[config.mk]
export PLATFORM = sky130hd
export DESIGN_NAME = fp_top
export DESIGN_NICKNAME = d
export VERILOG_FILES = /design/src/fp_cfg_pkg.sv /design/src/fp_types_pkg.sv /design/src/fp_window.sv /design/src/fp_checker.sv /design/src/fp_select.sv /design/src/fp_top.sv
export SDC_FILE = /design/constraint.sdc
export NUM_CORES = 2
export LEC_CHECK = 0
export BUFFER_PORTS_ARGS = -buffer_cell sky130_fd_sc_hd__buf_2
export CAP_MARGIN = 20
export CORE_UTILIZATION = 60
export CTS_BUF_LIST = sky130_fd_sc_hd__clkbuf_4 sky130_fd_sc_hd__clkbuf_8
export DETAILED_ROUTE_END_ITERATION = 8
export PLACE_DENSITY = 0.78
export SKIP_CTS_REPAIR_TIMING = 1
export SYNTH_ARGS = -nofsm -noshare
export SYNTH_HDL_FRONTEND = slang
export SYNTH_HIERARCHICAL = 1
export SYNTH_SLANG_ARGS = --single-unit
[constraint.sdc]
create_clock -name clk -period 19.4 [get_ports clk]
set_input_delay 3.88 -clock clk [delete_from_list [all_inputs] [get_ports clk]]
set_output_delay 3.88 -clock clk [all_outputs]
set_load 0.03 [all_outputs]
[src/fp_cfg_pkg.sv]
package fp_cfg_pkg;

    // arithmetic right shift of the summed channel term.
    localparam int chan_shift_factor = 3;

    // pattern table geometry.
    localparam int num_patterns  = 4;
    localparam int flip_depth    = 3;
    localparam int pat_idx_width = $clog2(num_patterns);

    // default data widths.
    localparam int def_err_width  = 8;
    localparam int def_chan_width = 8;
    localparam int def_ener_width = 18;

    // flip masks indexed by pattern number.
    localparam logic [num_patterns-1:0][flip_depth-1:0] pattern_table = {
        3'b111,   // triple flip
        3'b011,   // double flip
        3'b010,   // single flip at the centre
        3'b000    // baseline
    };

endpackage

[src/fp_types_pkg.sv]
package fp_types_pkg;

    // one decided bit with its estimation residual.
    typedef struct packed {
        logic signed [fp_cfg_pkg::def_err_width-1:0] residual;
        logic                                        bit_val;
    } fp_sample_t;

    // winning pattern of one window.
    typedef struct packed {
        logic [fp_cfg_pkg::pat_idx_width-1:0]  best_idx;
        logic [fp_cfg_pkg::def_ener_width-1:0] best_mse;
        logic [fp_cfg_pkg::flip_depth-1:0]     flip_mask;
        logic                                  overflow;
    } fp_result_t;

endpackage

[src/fp_window.sv]
module fp_window #(
    parameter int  seq_length = 3,
    parameter int  err_width  = 8,
    parameter int  chan_width = 8,
    localparam int win_len    = seq_length + fp_cfg_pkg::flip_depth - 1
) (
    input  logic                               clk,
    input  logic                               rst_n,
    input  logic                               in_valid,
    input  fp_types_pkg::fp_sample_t           in_sample,
    input  logic                               chan_load,
    input  logic [win_len-1:0][chan_width-1:0] chan_taps,
    output logic [win_len-1:0][err_width-1:0]  res_win,
    output logic [win_len-1:0]                 bit_win,
    output logic [win_len-1:0][chan_width-1:0] taps,
    output logic                               win_valid
);

    localparam int cnt_w = $clog2(win_len + 1);
    localparam logic [cnt_w-1:0] full_cnt = cnt_w'(win_len);
    localparam logic [cnt_w-1:0] last_cnt = cnt_w'(win_len - 1);

    logic [cnt_w-1:0] fill_cnt;

    // newest sample sits at index 0.
    always_ff @(posedge clk) begin
        if (in_valid) begin
            res_win <= {res_win[win_len-2:0], in_sample.residual};
            bit_win <= {bit_win[win_len-2:0], in_sample.bit_val};
        end
    end

    always_ff @(posedge clk) begin
        if (!rst_n) begin
            fill_cnt  <= '0;
            win_valid <= 1'b0;
            taps      <= '0;
        end else begin
            // the sample that completes the window already yields a result.
            win_valid <= in_valid && (fill_cnt >= last_cnt);
            if (in_valid && (fill_cnt != full_cnt)) begin
                fill_cnt <= fill_cnt + 1'b1;
            end
            if (chan_load) begin
                taps <= chan_taps;
            end
        end
    end

endmodule

[src/fp_checker.sv]
module fp_checker #(
    parameter int                    seq_length   = 3,
    parameter int                    flip_depth   = fp_cfg_pkg::flip_depth,
    parameter int                    cp           = 2,
    parameter int                    err_width    = 8,
    parameter int                    chan_width   = 8,
    parameter int                    ener_width   = 18,
    parameter logic [flip_depth-1:0] flip_pattern = '0,
    localparam int                   win_len      = seq_length + flip_depth - 1
) (
    input  logic [win_len-1:0][err_width-1:0]  res_win,
    input  logic [win_len-1:0]                 bit_win,
    input  logic [win_len-1:0][chan_width-1:0] taps,
    output logic [ener_width-1:0]              mse_val,
    output logic                               overflow
);

    import fp_cfg_pkg::*;

    // twice a tap, negated, needs two extra bits.
    localparam int pe_w  = chan_width + 2;
    localparam int sum_w = pe_w + $clog2(flip_depth);
    localparam int add_w = ((sum_w > err_width) ? sum_w : err_width) + 1;
    localparam int sq_w  = 2 * add_w;
    localparam int tot_w = sq_w + $clog2(seq_length);

    logic signed [pe_w-1:0]  pe      [flip_depth][seq_length];
    logic signed [sum_w-1:0] err_sum [seq_length];
    logic signed [add_w-1:0] err_adj [seq_length];
    logic [sq_w-1:0]         sq      [seq_length];
    logic [tot_w-1:0]        total;

    // partial errors of the flipped bits.
    for (genvar gi = 0; gi < flip_depth; gi++) begin : g_bit
        for (genvar ii = 0; ii < seq_length; ii++) begin : g_pos
            if (flip_pattern[gi] && (cp - gi + ii > 0)) begin : g_flip
                logic signed [pe_w-1:0] twice;

                assign twice      = pe_w'($signed(taps[cp - gi + ii])) <<< 1;
                assign pe[gi][ii] = bit_win[gi] ? -twice : twice;
            end else begin : g_zero
                assign pe[gi][ii] = '0;
            end
        end
    end

    always_comb begin
        total = '0;
        for (int ii = 0; ii < seq_length; ii++) begin
            err_sum[ii] = '0;
            for (int gi = 0; gi < flip_depth; gi++) begin
                err_sum[ii] = err_sum[ii] + sum_w'(pe[gi][ii]);
            end
            err_adj[ii] = add_w'(err_sum[ii] >>> chan_shift_factor)
                        + add_w'($signed(res_win[ii]));
            sq[ii]      = sq_w'(err_adj[ii]) * sq_w'(err_adj[ii]);
            total       = total + tot_w'(sq[ii]);
        end
    end

    // clip to the energy width.
    assign overflow = |total[tot_w-1:ener_width];
    assign mse_val  = overflow ? '1 : total[ener_width-1:0];

endmodule

[src/fp_select.sv]
module fp_select #(
    parameter int ener_width = 18
) (
    input  logic                                                clk,
    input  logic                                                rst_n,
    input  logic                                                win_valid,
    input  logic [fp_cfg_pkg::num_patterns-1:0][ener_width-1:0] mse_vals,
    input  logic [fp_cfg_pkg::num_patterns-1:0]                 ovf_flags,
    output logic                                                out_valid,
    output fp_types_pkg::fp_result_t                            result
);

    import fp_cfg_pkg::*;

    logic [pat_idx_width-1:0] min_idx;
    logic [ener_width-1:0]    min_val;

    // strict compare keeps the lower index on a tie.
    always_comb begin
        min_idx = '0;
        min_val = mse_vals[0];
        for (int pi = 1; pi < num_patterns; pi++) begin
            if (mse_vals[pi] < min_val) begin
                min_idx = pat_idx_width'(pi);
                min_val = mse_vals[pi];
            end
        end
    end

    always_ff @(posedge clk) begin
        if (!rst_n) begin
            out_valid <= 1'b0;
        end else begin
            out_valid <= win_valid;
        end
    end

    always_ff @(posedge clk) begin
        if (win_valid) begin
            result.best_idx  <= min_idx;
            result.best_mse  <= min_val;
            result.flip_mask <= pattern_table[min_idx];
            result.overflow  <= |ovf_flags;
        end
    end

endmodule

[src/fp_top.sv]
module fp_top #(
    parameter int  seq_length = 3,
    parameter int  cp         = 2,
    parameter int  err_width  = fp_cfg_pkg::def_err_width,
    parameter int  chan_width = fp_cfg_pkg::def_chan_width,
    parameter int  ener_width = fp_cfg_pkg::def_ener_width,
    localparam int tap_count  = seq_length + fp_cfg_pkg::flip_depth - 1
) (
    input  logic                                 clk,
    input  logic                                 rst_n,
    input  logic                                 in_valid,
    input  fp_types_pkg::fp_sample_t             in_sample,
    input  logic                                 chan_load,
    input  logic [tap_count-1:0][chan_width-1:0] chan_taps,
    output logic                                 out_valid,
    output fp_types_pkg::fp_result_t             result
);

    import fp_cfg_pkg::*;

    logic [tap_count-1:0][err_width-1:0]     res_win;
    logic [tap_count-1:0]                    bit_win;
    logic [tap_count-1:0][chan_width-1:0]    taps;
    logic                                    win_valid;
    logic [num_patterns-1:0][ener_width-1:0] mse_vals;
    logic [num_patterns-1:0]                 ovf_flags;

    fp_window #(
        .seq_length (seq_length),
        .err_width  (err_width),
        .chan_width (chan_width)
    ) u_window (
        .clk       (clk),
        .rst_n     (rst_n),
        .in_valid  (in_valid),
        .in_sample (in_sample),
        .chan_load (chan_load),
        .chan_taps (chan_taps),
        .res_win   (res_win),
        .bit_win   (bit_win),
        .taps      (taps),
        .win_valid (win_valid)
    );

    // one energy evaluator per table entry.
    for (genvar pi = 0; pi < num_patterns; pi++) begin : g_pat
        fp_checker #(
            .seq_length   (seq_length),
            .flip_depth   (flip_depth),
            .cp           (cp),
            .err_width    (err_width),
            .chan_width   (chan_width),
            .ener_width   (ener_width),
            .flip_pattern (pattern_table[pi])
        ) u_checker (
            .res_win  (res_win),
            .bit_win  (bit_win),
            .taps     (taps),
            .mse_val  (mse_vals[pi]),
            .overflow (ovf_flags[pi])
        );
    end

    fp_select #(
        .ener_width (ener_width)
    ) u_select (
        .clk       (clk),
        .rst_n     (rst_n),
        .win_valid (win_valid),
        .mse_vals  (mse_vals),
        .ovf_flags (ovf_flags),
        .out_valid (out_valid),
        .result    (result)
    );

endmodule

==> impl_summary.md <==
Outcome
The flow ran to the end, and the final reports show no timing, DRC or antenna violations.

Cells and area
The sequential cell area is 2240 µm². The library cell used most frequently in the layout, excluding fill and tap cells, is sky130_fd_sc_hd__inv_1. The layout has 7136 filler cells. Of the cells placed in the final design, the portion with a size suffix greater than 1 is 0.0433. The top cell types in the final layout, fill and taps aside, are sky130_fd_sc_hd__inv_1, sky130_fd_sc_hd__fa_1, sky130_fd_sc_hd__ha_1. Compared with the post-synthesis result, the final layout area differs by 3.53%. After the last flow step, the layout net total stands at 7552. In the final layout, the multi-input gates occupy 43200 µm².

GRT
The wire length of the first global-routing pass is 199000 µm. The initial antenna violation count is 6. The combined global-route utilization of all metal layers is 0.289. The maximum number of pins on one net before global-route repair is 45.

The remaining global-route overflow is 0. The number of global-route vias before repair came to 40100.

Timing
The final setup skew is 0.0146 ns. The share of the clock period used by the worst path after layout is 0.933. The final number of hold-violating endpoints was 0. The worst max-slew margin expressed relative to the limit is 0.261. The routed design could run at a clock period as short as 18.09 ns. The number of slew-limit violations in the final report is 0.

Setup violations remaining at the end of the flow were counted as 0. For the pin with the worst max-slew slack, the measured transition is 1.11 ns. The sum of negative setup slack is 0 ns. Based on the critical path, the design can be clocked at up to 55.3 MHz. Setup repair after global routing left no endpoint under its margin.

Critical path
The largest fanout of any net on the critical path is 36. The worst setup path is captured at a flip-flop. By startpoint and endpoint, the worst setup path is classified as reg -> reg. For this run, the slowest stage of the critical path takes 0.67 ns. The critical path's most frequent cell is sky130_fd_sc_hd__inv_1. The cell with the largest stage delay on the worst path is sky130_fd_sc_hd__or4_1. The arrival time reported for the critical path endpoint is 18.29 ns. Data on the critical path is required at its endpoint by 19.59 ns. The startpoint type of the worst setup path is a flip-flop. The setup slack of the most critical reg-to-reg path is 1.31 ns.

Synth
Synthesis produced a netlist whose cell count is 5948. The net count after synthesis is 7528. The mapped cell area is 50700 µm². Averaged over all synthesized cells, the footprint is 8.53 µm². The Yosys step of the flow raised 6 warnings.

Clock tree
The clock slew seen by the registers of the worst setup and hold paths is 0.12 ns. Clock tree synthesis found a total of 87 sinks. The root buffer cell chosen for the clock tree is sky130_fd_sc_hd__clkbuf_8. The TritonCTS buffer count is 9. No sink is reached through more buffers than the 2 on the longest clock path.

TritonCTS built the clock tree. The H-tree generated during clock tree synthesis spans 3 levels. The clock reaches the later pin of the worst-skew pair after 0.45 ns.

Placed design
The count of buffers added on input and output ports is 69. The HPWL after detailed placement is 104000 µm. The placer's final routability congestion estimate is 0.952.

Detailed routing
Wires add up to 121000 µm. In the final routed layout, each cell accounts on average for 17.0 µm. The remaining design rule violation count is 0. Dividing the detail-routed via count by the number of cells gives 5.59.

The remaining antenna violation count after routing is 0. The count of routing violations after the opening detailed-route iteration is 2804. The via count is 39700.

For this run, the detailed router's first-pass iteration total came to 5.

Floorplanning
The number of core rows is 106. The area of the placeable core is 83700 µm². The I/O pin count is 78.

The initial utilization of the core area, before any placement, comes to 0.606. The floorplan die area is 85700 µm². From bottom edge to top edge, the die measures 293 µm. From left edge to right edge, the die measures 293 µm.

Min path
In this run the worst hold path is classified as reg -> reg.

Job
The number of max-capacitance violations reported is 0.
-- final timing paths --
| kind | from | to | depth (start not counted) |
|---|---|---|---|
| setup / recovery | u_window/taps[26] | u_select/result[12] | 66 |
| hold / removal | u_window/fill_cnt[0] | u_window/fill_cnt[0] | 2 |
| setup reg to reg | u_window/taps[26] | u_select/result[12] | 66 |
| hold reg to reg | u_window/fill_cnt[0] | u_window/fill_cnt[0] | 2 |
-- flip-flops by register name (all words and copies together) (netlist names) --
name and count:
u_window/taps 32, u_select/out_valid 1, u_window/fill_cnt 3, u_window/bit_win 3, u_select/result 23, u_window/res_win 24, u_window/win_valid 1
-- metal layers --
layer	vias to the layer above	global-route usage	part of all wire
li1	19000	-	-
met1	19400	0.385	0.43
met2	1128	0.484	0.47
met3	203	0.0232	0.056
met4	0	0.119	0.043
met5	-	0	0
-- stage by stage --
| stage | instance area (µm²) | util | instances | setup slack (ns) | hold WS, ns |
|---|---|---|---|---|---|
| finish | 52500 | 0.628 | 7112 | 1.31 | 0.509 |
| global route | 52500 | 0.628 | 7112 | 0.146 | 0.527 |
| CTS | 52500 | 0.627 | 7110 | 1.23 | 0.501 |
| detailed placement | 52300 | 0.625 | 7094 | 1.36 | 0.484 |
| global placement | 52300 | 0.625 | 7094 | 1.48 | 0.461 |
| floorplan | 50700 | - | 5948 | 3.14 | 0.446 |
-- worst max-delay path: cells and delay by family, from the launching register on --
kind            cells  cell delay, ns
compound gates     26            5.44
buf+inv            10            1.43
fa+ha+maj          12            4.85
flops               1            0.52
xor+xnor            2            0.84
simple gates       14            4.14
mux                 2            0.60
-- final cells by class --
cell class / count / area share
Multi-Input combinational cell: 4489 / 0.822
Sequential cell: 87 / 0.0427
Clock inverter: 7 / 0.00167
Clock buffer: 9 / 0.00236
Timing Repair Buffer: 118 / 0.0136
Tap cell: 1134 / 0.0270
Antenna cell: 1 / 0.0000476
Inverter: 1267 / 0.0905
Power is not shown: default switching activity piles up to over one toggle a cycle in this logic, so the estimate is an artifact.
